### config.mk
export PLATFORM = sky130hd
export DESIGN_NAME = mirror_top
export DESIGN_NICKNAME = d
export VERILOG_FILES = /design/src/mirror_pkg.sv /design/src/tlp_parser.sv /design/src/event_queue.sv /design/src/frame_sequencer.sv /design/src/byte_timer.sv /design/src/frame_builder.sv /design/src/mirror_top.sv
export SDC_FILE = /design/constraint.sdc
export NUM_CORES = 1
export LEC_CHECK = 0
export ABC_CLOCK_PERIOD_IN_PS = 9900
export BUFFER_PORTS_ARGS = -buffer_cell sky130_fd_sc_hd__buf_2
export CORE_ASPECT_RATIO = 0.9
export CORE_MARGIN = 3
export CORE_UTILIZATION = 55
export DETAILED_ROUTE_END_ITERATION = 6
export PLACE_DENSITY_LB_ADDON = 0.1
export SYNTH_ARGS = -nofsm -noshare
export SYNTH_HDL_FRONTEND = slang
export SYNTH_SLANG_ARGS = --single-unit
### constraint.sdc
create_clock -name pcie_clk -period 9.9 [get_ports pcie_clk]
set_input_delay 0.99 -clock pcie_clk [delete_from_list [all_inputs] [get_ports pcie_clk]]
set_output_delay 0.99 -clock pcie_clk [all_outputs]
set_load 0.02 [all_outputs]
### src/mirror_pkg.sv
package mirror_pkg;

	// --------------------------------------------------
	// Capture match
	// --------------------------------------------------
	localparam logic [19:0] WATCH_ADDR = 20'h37760;  // Low address bits of the watched register
	localparam int WATCH_BAR = 2;

	// --------------------------------------------------
	// Frame geometry
	// --------------------------------------------------
	localparam int FRAME_LEN = 60;   // Minimum Ethernet frame without FCS
	localparam int GAP_WORDS = 12;
	localparam int INDEX_W = 7;      // Wide enough for frame plus gap

	localparam int QUEUE_DEPTH = 4;
	localparam int QUEUE_AW = $clog2(QUEUE_DEPTH);

	// Fixed header fields
	localparam logic [31:0] MAGIC_CODE = 32'ha1110000;
	localparam logic [7:0] IP_TTL = 8'd64;
	localparam logic [15:0] IP_ID = 16'd1;
	localparam logic [15:0] UDP_PORT = 16'd3422;
	localparam logic [15:0] IP_LEN = 16'(FRAME_LEN - 14);   // Frame minus Ethernet header
	localparam logic [15:0] UDP_LEN = 16'(FRAME_LEN - 34);  // Frame minus Ethernet and IPv4

	// --------------------------------------------------
	// Shared types
	// --------------------------------------------------
	// One captured memory write
	typedef struct packed {
		logic [47:2] addr;
		logic [31:0] data;
	} mirror_event_t;

	// PHY transmit FIFO word
	typedef struct packed {
		logic active;    // High while the frame is on the wire
		logic [7:0] data;
	} phy_word_t;

	// Interface settings
	typedef struct packed {
		logic [47:0] src_mac;
		logic [47:0] dst_mac;
		logic [31:0] src_ip;
		logic [31:0] dst_ip;
	} net_cfg_t;

	typedef enum logic [1:0] {
		IDLE,
		LOAD,
		SEND,
		GAP
	} seq_state_t;

endpackage

### src/tlp_parser.sv
`default_nettype none
module tlp_parser import mirror_pkg::*; (
	input logic pcie_clk,
	input logic sys_rst,
	input logic rx_st,
	input logic rx_end,
	input logic [15:0] rx_data,
	input logic [6:0] rx_bar_hit,
	output logic push,
	output mirror_event_t evt,
	input logic full,
	output logic [7:0] drop_count
);

typedef enum logic [3:0] {
	P_IDLE,
	P_HEAD1,
	P_HEAD2,
	P_HEAD3,
	P_ADDR64,
	P_ADDR48,
	P_ADDR32,
	P_ADDR16,
	P_DATA0,
	P_DATA1
} parse_state_t;

parse_state_t state;
logic is_64bit;
logic [9:0] tlp_length;
logic [47:2] tlp_addr;
logic [31:0] tlp_data;
logic start;

// Memory write with data that hits the watched BAR
assign start = rx_st && rx_bar_hit[WATCH_BAR] && rx_data[14];
assign evt = '{addr: tlp_addr, data: tlp_data};

// --------------------------------------------------
// Header walk
// --------------------------------------------------
always_ff @(posedge pcie_clk) begin
	if (sys_rst) begin
		state <= P_IDLE;
		push <= 1'b0;
		drop_count <= 8'h00;
	end else begin
		push <= 1'b0;
		case (state)
		P_IDLE: if (start) state <= P_HEAD1;
		P_HEAD1: state <= rx_end ? P_IDLE : P_HEAD2;
		P_HEAD2: state <= rx_end ? P_IDLE : P_HEAD3;
		P_HEAD3: begin
			if (rx_end)
				state <= P_IDLE;
			else
				state <= is_64bit ? P_ADDR64 : P_ADDR32;
		end
		P_ADDR64: state <= rx_end ? P_IDLE : P_ADDR48;   // Bits 63:48 not kept
		P_ADDR48: state <= rx_end ? P_IDLE : P_ADDR32;
		P_ADDR32: state <= rx_end ? P_IDLE : P_ADDR16;
		P_ADDR16: begin
			if (rx_end || {tlp_addr[19:16], rx_data[15:2], 2'b00} != WATCH_ADDR)
				state <= P_IDLE;
			else
				state <= P_DATA0;
		end
		P_DATA0: state <= rx_end ? P_IDLE : P_DATA1;
		P_DATA1: begin
			state <= P_IDLE;
			// Only single dword writes are mirrored
			if (tlp_length == 10'd1) begin
				if (full) begin
					if (drop_count != 8'hff)
						drop_count <= drop_count + 8'd1;  // Saturates
				end else begin
					push <= 1'b1;
				end
			end
		end
		default: state <= P_IDLE;
		endcase
	end
end

// Field capture
always_ff @(posedge pcie_clk) begin
	case (state)
	P_IDLE: if (rx_st) is_64bit <= rx_data[13];
	P_HEAD1: tlp_length <= rx_data[9:0];
	P_HEAD3: tlp_addr[47:32] <= 16'h0;  // 32-bit header has no upper part
	P_ADDR48: tlp_addr[47:32] <= rx_data;
	P_ADDR32: tlp_addr[31:16] <= rx_data;
	P_ADDR16: tlp_addr[15:2] <= rx_data[15:2];
	P_DATA0: tlp_data[31:16] <= rx_data;
	P_DATA1: tlp_data[15:0] <= rx_data;
	default: ;
	endcase
end

// Full only falls between the decision and the push, since this is the only writer
a_no_push_full: assert property (@(posedge pcie_clk) disable iff (sys_rst)
	push |-> !full);

endmodule
`default_nettype wire

### src/event_queue.sv
`default_nettype none
module event_queue import mirror_pkg::*; (
	input logic pcie_clk,
	input logic sys_rst,
	input logic push,
	input mirror_event_t din,
	output logic full,
	input logic pop,
	output mirror_event_t dout,
	output logic empty
);

mirror_event_t mem [QUEUE_DEPTH];
logic [QUEUE_AW-1:0] wr_ptr;
logic [QUEUE_AW-1:0] rd_ptr;
logic [QUEUE_AW:0] count;
logic wr_en;
logic rd_en;

assign full = int'(count) == QUEUE_DEPTH;
assign empty = count == '0;
assign wr_en = push && !full;
assign rd_en = pop && !empty;

assign dout = mem[rd_ptr];  // Head is valid whenever not empty

always_ff @(posedge pcie_clk) begin
	if (wr_en)
		mem[wr_ptr] <= din;
end

always_ff @(posedge pcie_clk) begin
	if (sys_rst) begin
		wr_ptr <= '0;
		rd_ptr <= '0;
		count <= '0;
	end else begin
		if (wr_en)
			wr_ptr <= wr_ptr + 1'b1;  // Depth is a power of two
		if (rd_en)
			rd_ptr <= rd_ptr + 1'b1;
		case ({wr_en, rd_en})
		2'b10: count <= count + 1'b1;
		2'b01: count <= count - 1'b1;
		default: ;
		endcase
	end
end

a_no_pop_empty: assert property (@(posedge pcie_clk) disable iff (sys_rst)
	pop |-> !empty);

endmodule
`default_nettype wire

### src/frame_sequencer.sv
`default_nettype none
module frame_sequencer import mirror_pkg::*; (
	input logic pcie_clk,
	input logic sys_rst,
	input logic empty,
	output logic pop,
	output logic load,
	output logic step,
	output logic clear,
	input logic frame_last,
	input logic gap_last,
	input logic phy_full,
	output logic phy_wr_en,
	output logic frame_active
);

seq_state_t state;

// --------------------------------------------------
// Handshake outputs
// --------------------------------------------------
assign load = state == LOAD;   // Builder latches the head
assign pop = state == LOAD;    // Head retires in the same cycle
assign clear = state == LOAD;  // Timer starts from byte zero

// Back-pressure freezes both the state and the timer
assign phy_wr_en = (state == SEND || state == GAP) && !phy_full;
assign step = phy_wr_en;
assign frame_active = state == SEND;

always_ff @(posedge pcie_clk) begin
	if (sys_rst) begin
		state <= IDLE;
	end else begin
		case (state)
		IDLE: begin
			if (!empty)
				state <= LOAD;
		end
		LOAD: state <= SEND;  // Checksum settles here
		SEND: begin
			if (phy_wr_en && frame_last)
				state <= GAP;
		end
		GAP: begin
			if (phy_wr_en && gap_last)
				state <= IDLE;
		end
		default: state <= IDLE;
		endcase
	end
end

a_no_wr_full: assert property (@(posedge pcie_clk) disable iff (sys_rst)
	phy_wr_en |-> !phy_full);

endmodule
`default_nettype wire

### src/byte_timer.sv
`default_nettype none
module byte_timer import mirror_pkg::*; (
	input logic pcie_clk,
	input logic sys_rst,
	input logic step,
	input logic clear,
	output logic [INDEX_W-1:0] index,
	output logic frame_last,
	output logic gap_last
);

// Frame bytes are 0 to FRAME_LEN-1, gap words follow on the same count
assign frame_last = index == INDEX_W'(FRAME_LEN - 1);
assign gap_last = index == INDEX_W'(FRAME_LEN + GAP_WORDS - 1);

always_ff @(posedge pcie_clk) begin
	if (sys_rst || clear) begin
		index <= '0;
	end else if (step) begin
		if (gap_last)
			index <= '0;  // Wrap after the last gap word
		else
			index <= index + 1'b1;
	end
end

endmodule
`default_nettype wire

### src/frame_builder.sv
`default_nettype none
module frame_builder import mirror_pkg::*; (
	input logic pcie_clk,
	input logic sys_rst,
	input logic load,
	input mirror_event_t evt,
	input net_cfg_t cfg,
	input logic [INDEX_W-1:0] index,
	input logic frame_active,
	output phy_word_t phy_din
);

mirror_event_t ev_q;
logic [15:0] ip_csum;
logic [19:0] sum_raw;
logic [16:0] sum_fold;
logic [15:0] sum_end;
logic [FRAME_LEN-1:0][7:0] frame;
logic [INDEX_W-1:0] pos;
logic [7:0] frame_byte;

// --------------------------------------------------
// IPv4 header checksum
// --------------------------------------------------
// Flags and fragment offset are zero and drop out of the sum
assign sum_raw = 20'h04500 + IP_LEN + IP_ID + {IP_TTL, 8'h11}
	+ cfg.src_ip[31:16] + cfg.src_ip[15:0]
	+ cfg.dst_ip[31:16] + cfg.dst_ip[15:0];
assign sum_fold = sum_raw[15:0] + sum_raw[19:16];
assign sum_end = sum_fold[15:0] + sum_fold[16];  // End-around carry

always_ff @(posedge pcie_clk) begin
	if (sys_rst)
		ip_csum <= 16'h0;
	else if (load)
		ip_csum <= ~sum_end;
end

always_ff @(posedge pcie_clk) begin
	if (load)
		ev_q <= evt;
end

// --------------------------------------------------
// Frame image, first byte in the top slot
// --------------------------------------------------
assign frame = {
	cfg.dst_mac, cfg.src_mac, 16'h0800,                 // Ethernet
	8'h45, 8'h00, IP_LEN, IP_ID, 16'h0000,
	IP_TTL, 8'h11, ip_csum, cfg.src_ip, cfg.dst_ip,     // IPv4, protocol UDP
	UDP_PORT, UDP_PORT, UDP_LEN, 16'h0000,              // UDP, no checksum
	MAGIC_CODE, 8'hc1, 8'hff,
	ev_q.addr[39:2], 2'b00,                             // Captured address
	ev_q.data,
	24'h0                                               // Pad
};

assign pos = INDEX_W'(FRAME_LEN - 1) - index;
assign frame_byte = (int'(index) < FRAME_LEN) ? frame[pos] : 8'h00;

// Gap words carry a zero byte
assign phy_din = '{active: frame_active, data: frame_active ? frame_byte : 8'h00};

endmodule
`default_nettype wire

### src/mirror_top.sv
`default_nettype none
module mirror_top import mirror_pkg::*; (
	input logic pcie_clk,
	input logic sys_rst,
	// Receive stream
	input logic rx_st,
	input logic rx_end,
	input logic [15:0] rx_data,
	input logic [6:0] rx_bar_hit,
	input net_cfg_t cfg,
	// PHY transmit FIFO
	output phy_word_t phy_din,
	input logic phy_full,
	output logic phy_wr_en,
	output logic [7:0] drop_count
);

mirror_event_t cap_event;
mirror_event_t head_event;
logic push;
logic full;
logic pop;
logic empty;
logic load;
logic step;
logic clear;
logic frame_last;
logic gap_last;
logic frame_active;
logic [INDEX_W-1:0] index;

tlp_parser u_parser (
	.pcie_clk(pcie_clk),
	.sys_rst(sys_rst),
	.rx_st(rx_st),
	.rx_end(rx_end),
	.rx_data(rx_data),
	.rx_bar_hit(rx_bar_hit),
	.push(push),
	.evt(cap_event),
	.full(full),
	.drop_count(drop_count)
);

event_queue u_queue (
	.pcie_clk(pcie_clk),
	.sys_rst(sys_rst),
	.push(push),
	.din(cap_event),
	.full(full),
	.pop(pop),
	.dout(head_event),
	.empty(empty)
);

frame_sequencer u_seq (
	.pcie_clk(pcie_clk),
	.sys_rst(sys_rst),
	.empty(empty),
	.pop(pop),
	.load(load),
	.step(step),
	.clear(clear),
	.frame_last(frame_last),
	.gap_last(gap_last),
	.phy_full(phy_full),
	.phy_wr_en(phy_wr_en),
	.frame_active(frame_active)
);

byte_timer u_timer (
	.pcie_clk(pcie_clk),
	.sys_rst(sys_rst),
	.step(step),
	.clear(clear),
	.index(index),
	.frame_last(frame_last),
	.gap_last(gap_last)
);

frame_builder u_builder (
	.pcie_clk(pcie_clk),
	.sys_rst(sys_rst),
	.load(load),
	.evt(head_event),
	.cfg(cfg),
	.index(index),
	.frame_active(frame_active),
	.phy_din(phy_din)
);

endmodule
`default_nettype wire

Word-level counts from Yosys, hierarchy flattened
Memories as Yosys holds them, arrays and structs flattened. A register that Yosys moved wholly into a read port is not among the register bits. Cells that the tools add are included.

Bits in registers: 134. Memory bits (writable): 312. Memories kept: 1.

Memories: u_queue.mem (depth 4, width 78, read ports 1, clocked after Yosys merged registers in 1, write ports 1, line event_queue.sv:13) `mirror_event_t mem [QUEUE_DEPTH];`.

Add/sub/neg operators: 13. Magnitude comparators: 2. Equality and inequality tests: 24. Multiplexer cells: 25. Bitwise gates (word level): 3. Reduce and logical (&&, ||, !) cells: 22.

Operators with widths (count): 20-bit by 16-bit adder with 20-bit output (3); 8-bit binary-select mux with 6-bit select (1); 4-bit one-hot mux with 9 select lines (1); 16-bit one-hot mux with 2 select lines (1); 8-bit two-way mux (3); 18-bit by 16-bit inequality test with 1-bit output (second input constant) (1); 16-bit by 16-bit adder with 17-bit output (first input constant) (1); 16-bit by 4-bit adder with 17-bit output (1); 16-bit by 1-bit adder with 16-bit output (1); 4-bit by 3-bit == test with 1-bit output (second input constant) (4); 4-bit two-way mux (4); 16-bit inverter (1); 2-bit two-way mux (6); 10-bit by 1-bit == test with 1-bit output (second input constant) (1); 3-bit two-way mux (3); 8-bit by 1-bit adder with 8-bit output (second input constant) (1); 4-bit by 2-bit == test with 1-bit output (second input constant) (2); 4-bit == test (second input constant) (2); 8-bit inequality test (second input constant) (1); 2-bit one-hot mux with 4 select lines (1); 7-bit by 1-bit adder with 7-bit output (second input constant) (1); 7-bit by 6-bit == test with 1-bit output (second input constant) (1); 7-bit == test (second input constant) (1); 1-bit logical AND (7); other kinds (26) (40).

Depth between registers and ports, before layout
Depth in word-level cells: 7. Depth in mapped cells: 36. Mapped depth without buffers: 36.

By module
A second synthesis with hierarchy kept.

Cells, all modules: 1481. Area, all modules: 23935.5 µm².

Modules (own cells, without submodules): event_queue (instances 1, cells each 462, area each 11743.8 µm²); frame_builder (instances 1, cells each 746, area each 7940.1 µm²); tlp_parser (instances 1, cells each 207, area each 3646.0 µm²); byte_timer (instances 1, cells each 43, area each 396.6 µm²); frame_sequencer (instances 1, cells each 23, area each 209.0 µm²).

Worst setup path before layout
No wires, ideal clock.

Kind: in2reg. From: input cfg[54] (netlist bit). To: register u_builder.ip_csum[12]. Setup time: 122 ps. Data arrival time: 7397 ps. Slack: 2381 ps. Stages: 34. Path buffers: 0. Path through: ha_1 > o21a_1 > o21ai_0 > xnor2_1 > fa_1 > inv_1 > fa_1 > inv_1 > ha_1 > nand4_1 > a211o_2 > nand3b_1 > a21o_1 > a21o_1 > nand2_1 > and2_1 > xnor2_1 > ha_1 > inv_1 > fa_1 > nor2b_1 > o21a_1 > o21ai_0 > a2111oi_4 > nand2_1 > nor4b_1 > ha_1 > ha_1 > nand2_1 > nor3_1 > nand4_1 > o32ai_1 > nor3_1 > a311o_1.

Longest elaborated chain between the ends: 7.

Ends and longest elaborated chain: start, declared (line mirror_top.sv:10) `input net_cfg_t cfg,`; 16-bit by 16-bit adder with 17-bit output (line frame_builder.sv:27) `+ cfg.src_ip[31:16] + cfg.src_ip[15:0]`; 20-bit by 16-bit adder with 20-bit output (line frame_builder.sv:27); 20-bit by 16-bit adder with 20-bit output (2 in series) (line frame_builder.sv:28) `+ cfg.dst_ip[31:16] + cfg.dst_ip[15:0];`; 16-bit by 4-bit adder with 17-bit output (line frame_builder.sv:29) `assign sum_fold = sum_raw[15:0] + sum_raw[19:16];`; 16-bit by 1-bit adder with 16-bit output (line frame_builder.sv:30) `assign sum_end = sum_fold[15:0] + sum_fold[16];`; 16-bit inverter (line frame_builder.sv:36) `ip_csum <= ~sum_end;`; end signal, assigned (line frame_builder.sv:36); end, declared (line frame_builder.sv:14) `logic [15:0] ip_csum;`.

Every way passes these cells. A chain may end at the register's enable or synchronous reset.

Worst setup path in the final report
From: input cfg[54] (netlist bit). To: register u_builder.ip_csum[15].

The elaborated chain is that of the path after synthesis.

==> results.sh <==
export IMPL_clkTransAtPathRegs_ns=0.07
export IMPL_syn_num_nets=1630
export IMPL_drt_iter0_markers=1090
export IMPL_synth_xor_area_share_pct=2.40
export IMPL_synthTopCellsByCount="edfxtp_1 (431), mux4_2 (121), nor2_1 (81), inv_1 (63), nand2_1 (52)"
export IMPL_rows=68
export IMPL_antenna_found_initial=0
export IMPL_synth_cell_type_count=90
export IMPL_crit_fanout=4
export IMPL_area_delta_synth_final_pct=14.0
export IMPL_clockBufferDepth=3
export IMPL_syn_inst=1366
export IMPL_synth_top_cell_area_share_pct=59.0
export IMPL_cap_violations=0
export IMPL_hpwl_mm=35.9
export IMPL_first_global_vias=12800
export IMPL_critPathCaptureType="register"
export IMPL_tns_ns=0
export IMPL_synth_top_area_cell="edfxtp_1"
export IMPL_period_minus_slack_ns=8.46
export IMPL_p_clk_share_pct=34.0
export IMPL_vias=12800
export IMPL_crit_path_start_kind="input pin"
export IMPL_routedWlPerCell_um=24.7
export IMPL_cts_resized=0
export IMPL_final_nets=1834
export IMPL_finalNonFillerCells=2129
export IMPL_power_total_mw=5.02
export IMPL_max_freq_ghz=0.118
export IMPL_cts_tree="built"
export IMPL_fillers=2827
export IMPL_seq_power_share_pct=45.2
export IMPL_synthMuxAreaShare_pct=13.9
export IMPL_cpLargestDelayFamily="adder cells"
export IMPL_ant_nets=0
export IMPL_clk_latency_ns=0.59
export IMPL_first_pass_iters=6
export IMPL_skew_ns=0.0216
export IMPL_netlist_area_um2=21900
export IMPL_initial_core_util_pct=56.4
export IMPL_outcome="finished, final reports clean"
export IMPL_gp_congestion=0.941
export IMPL_synth_edf_count=431
export IMPL_power_density_nw_per_um2=201
export IMPL_core_area_um2=38900
export IMPL_grt_setup_unrepaired="false"
export IMPL_clock_sinks=476
export IMPL_vias_per_cell=6.03
export IMPL_crit_top_cell="ha_1"
export IMPL_ys_ff_latch=476
export IMPL_p_int_mw=3.60
export IMPL_dieWidth_um=217
export IMPL_grt_ovfl_total=0
export IMPL_tightest_slew_ns=1.14
export IMPL_h_tree_depth=2
export IMPL_yosys_area_share_simple_pct=6.21
export IMPL_drive_gt1_share_pct=27.9
export IMPL_ys_seq_area_share_pct=63.1
export IMPL_synth_fa_ha_area_share_pct=5.50
export IMPL_synth_main_ff_cell="edfxtp_1"
export IMPL_cts_inserted_buffers=47
export IMPL_dieArea_um2=42300
export IMPL_fin_crit_sh_pct=85.5
export IMPL_route_detailed_drc=0
export IMPL_io_pins=206
export IMPL_synth_warnings=0
export IMPL_root_buffer="clkbuf_16"
export IMPL_antenna_cells=0
export IMPL_grt_start_max_net_pins=62
export IMPL_slew_headroom_pct=23.6
export IMPL_async_reset_ff_share_pct=0
export IMPL_p_leak_nw=8.42
export IMPL_crit_arrival_ns=8.94
export IMPL_final_hold_violation_count=0
export IMPL_synth_top_family_by_area="multiplexers"
export IMPL_synth_compound_area_share_pct=6.53
export IMPL_synth_area_leaders="edfxtp_1 (59%), mux4_2 (12%), dfxtp_1 (4.1%)"
export IMPL_path_class="input pin to register"
export IMPL_dp_cells=2046
export IMPL_grt_pass1_wl_mm=79.9
export IMPL_hp_class="register to register"
export IMPL_peakVddDrop_v=0.000162
export IMPL_pwr_share_comb_pct=20.8
export IMPL_post_cts_buffers=0
export IMPL_power_switching_mw=1.42
export IMPL_setup_viol=0
export IMPL_sw_frac_of_total_pct=28.2
export IMPL_holdBufCountCts=0
export IMPL_critPathRequiredTime_ns=10.38
export IMPL_routed_wl_mm=52.6
export IMPL_grt_usage_pct=25.2
export IMPL_syn_area_per_cell_um2=16.1
export IMPL_yosysMostFrequentCell="edfxtp_1"
export IMPL_timing_critical_path_buf_inv=4
export IMPL_cp_slowest_cell="nor4b_1"
export IMPL_crit_path_max_incr_delay_ns=0.62
export IMPL_drv_slew=0
export IMPL_io_buffer_count=199
export IMPL_die_h_um=195
## worst paths after layout
check | from | to | slack [ns] | depth (start not counted)
worst max-delay path | cfg[54] | u_builder.ip_csum[15]$_SDFFE_PP0P_ | 1.44 | 34
worst min-delay path | u_builder.ip_csum[0]$_SDFFE_PP0P_ | u_builder.ip_csum[0]$_SDFFE_PP0P_ | 0.48 | 2
worst max register to register | u_seq.state[1]$_SDFFE_PP0P_ | u_queue.count[2]$_SDFFE_PP0P_ | 6.64 | 10
worst min register to register | u_builder.ip_csum[0]$_SDFFE_PP0P_ | u_builder.ip_csum[0]$_SDFFE_PP0P_ | 0.48 | 2
## flip-flops by register name, summed over array words and instances (netlist names), 3 cells and up
register,flops
u_queue.mem,280
u_builder.ip_csum,16
u_queue.count,3
u_parser.tlp_data,32
u_timer.index,7
u_parser.tlp_length,10
u_parser.state,4
u_parser.tlp_addr,38
u_builder.ev_q,70
u_parser.drop_count,8
## cell type report
cell class	instances	area, um^2	area share [%]
clock buffers	61	1260	5.03
clock inverters	22	223	0.891
inverters	63	236	0.946
multi-input cells	762	7620	30.5
flip-flops and latches	476	13900	55.4
well taps	525	657	2.63
repair buffers	220	1150	4.61
## power groups by stage
stage / registers (mW) / logic [mW] / clock network (mW)
6_report: 2.27 / 1.04 / 1.71
3_3_place_gp: 2.31 / 1.03 / 0
2_1_floorplan: 2.30 / 0.755 / 0
3_5_place_dp: 2.31 / 1.03 / 0
5_1_grt: 2.27 / 1.15 / 1.83
4_1_cts: 2.27 / 1.04 / 1.74
## per-layer routing
metal | part of all wire [%] | GRT usage, % | wire [um]
met1 | 42 | 36.6 | 22300
met2 | 47 | 39.7 | 24800
met3 | 7.6 | 4.61 | 3980
met4 | 2.7 | 7.20 | 1440
met5 | 0 | 0 | 0
## cells by family after synthesis
family	count (synthesis)
compound gates	205
xor+xnor	60
fa+ha+maj	76
buf+inv	128
flops	476
mux	153
simple gates	268
## cells in the final DEF (no fill, tap or decap), drive strengths merged, types with 10 or more instances in the layout
| cell | instances |
|---|---|
| xor2 | 22 |
| and2 | 15 |
| clkbuf | 61 |
| buf | 220 |
| nand4 | 10 |
| nand3 | 32 |
| o21ai | 47 |
| nor3 | 18 |
| xnor2 | 38 |
| clkinv | 17 |
| mux2i | 28 |
| inv | 66 |
| fa | 34 |
| mux4 | 121 |
| dfxtp | 45 |
| a21oi | 49 |
| and3 | 10 |
| edfxtp | 431 |
| ha | 42 |
| nand2 | 52 |
| a211oi | 18 |
| nor2 | 81 |
## stage by stage
stage	setup slack (ns)	area, um^2	hold WS (ns)	utilization (%)
finish	1.44	25000	0.478	64.3
global placement	1.03	23500	0.466	60.5
CTS	1.59	25000	0.479	64.3
floorplan	2.38	21900	0.438	-
detailed placement	1.06	23500	0.470	60.5
global route	0.822	25000	0.493	64.3
## tightest hold or removal path: stages, from the launching register on
cell	delay [ns]
dfxtp_1	0.31
nor2_1	0.08
a211oi_1	0.04
(Power assumes the default switching activity.)
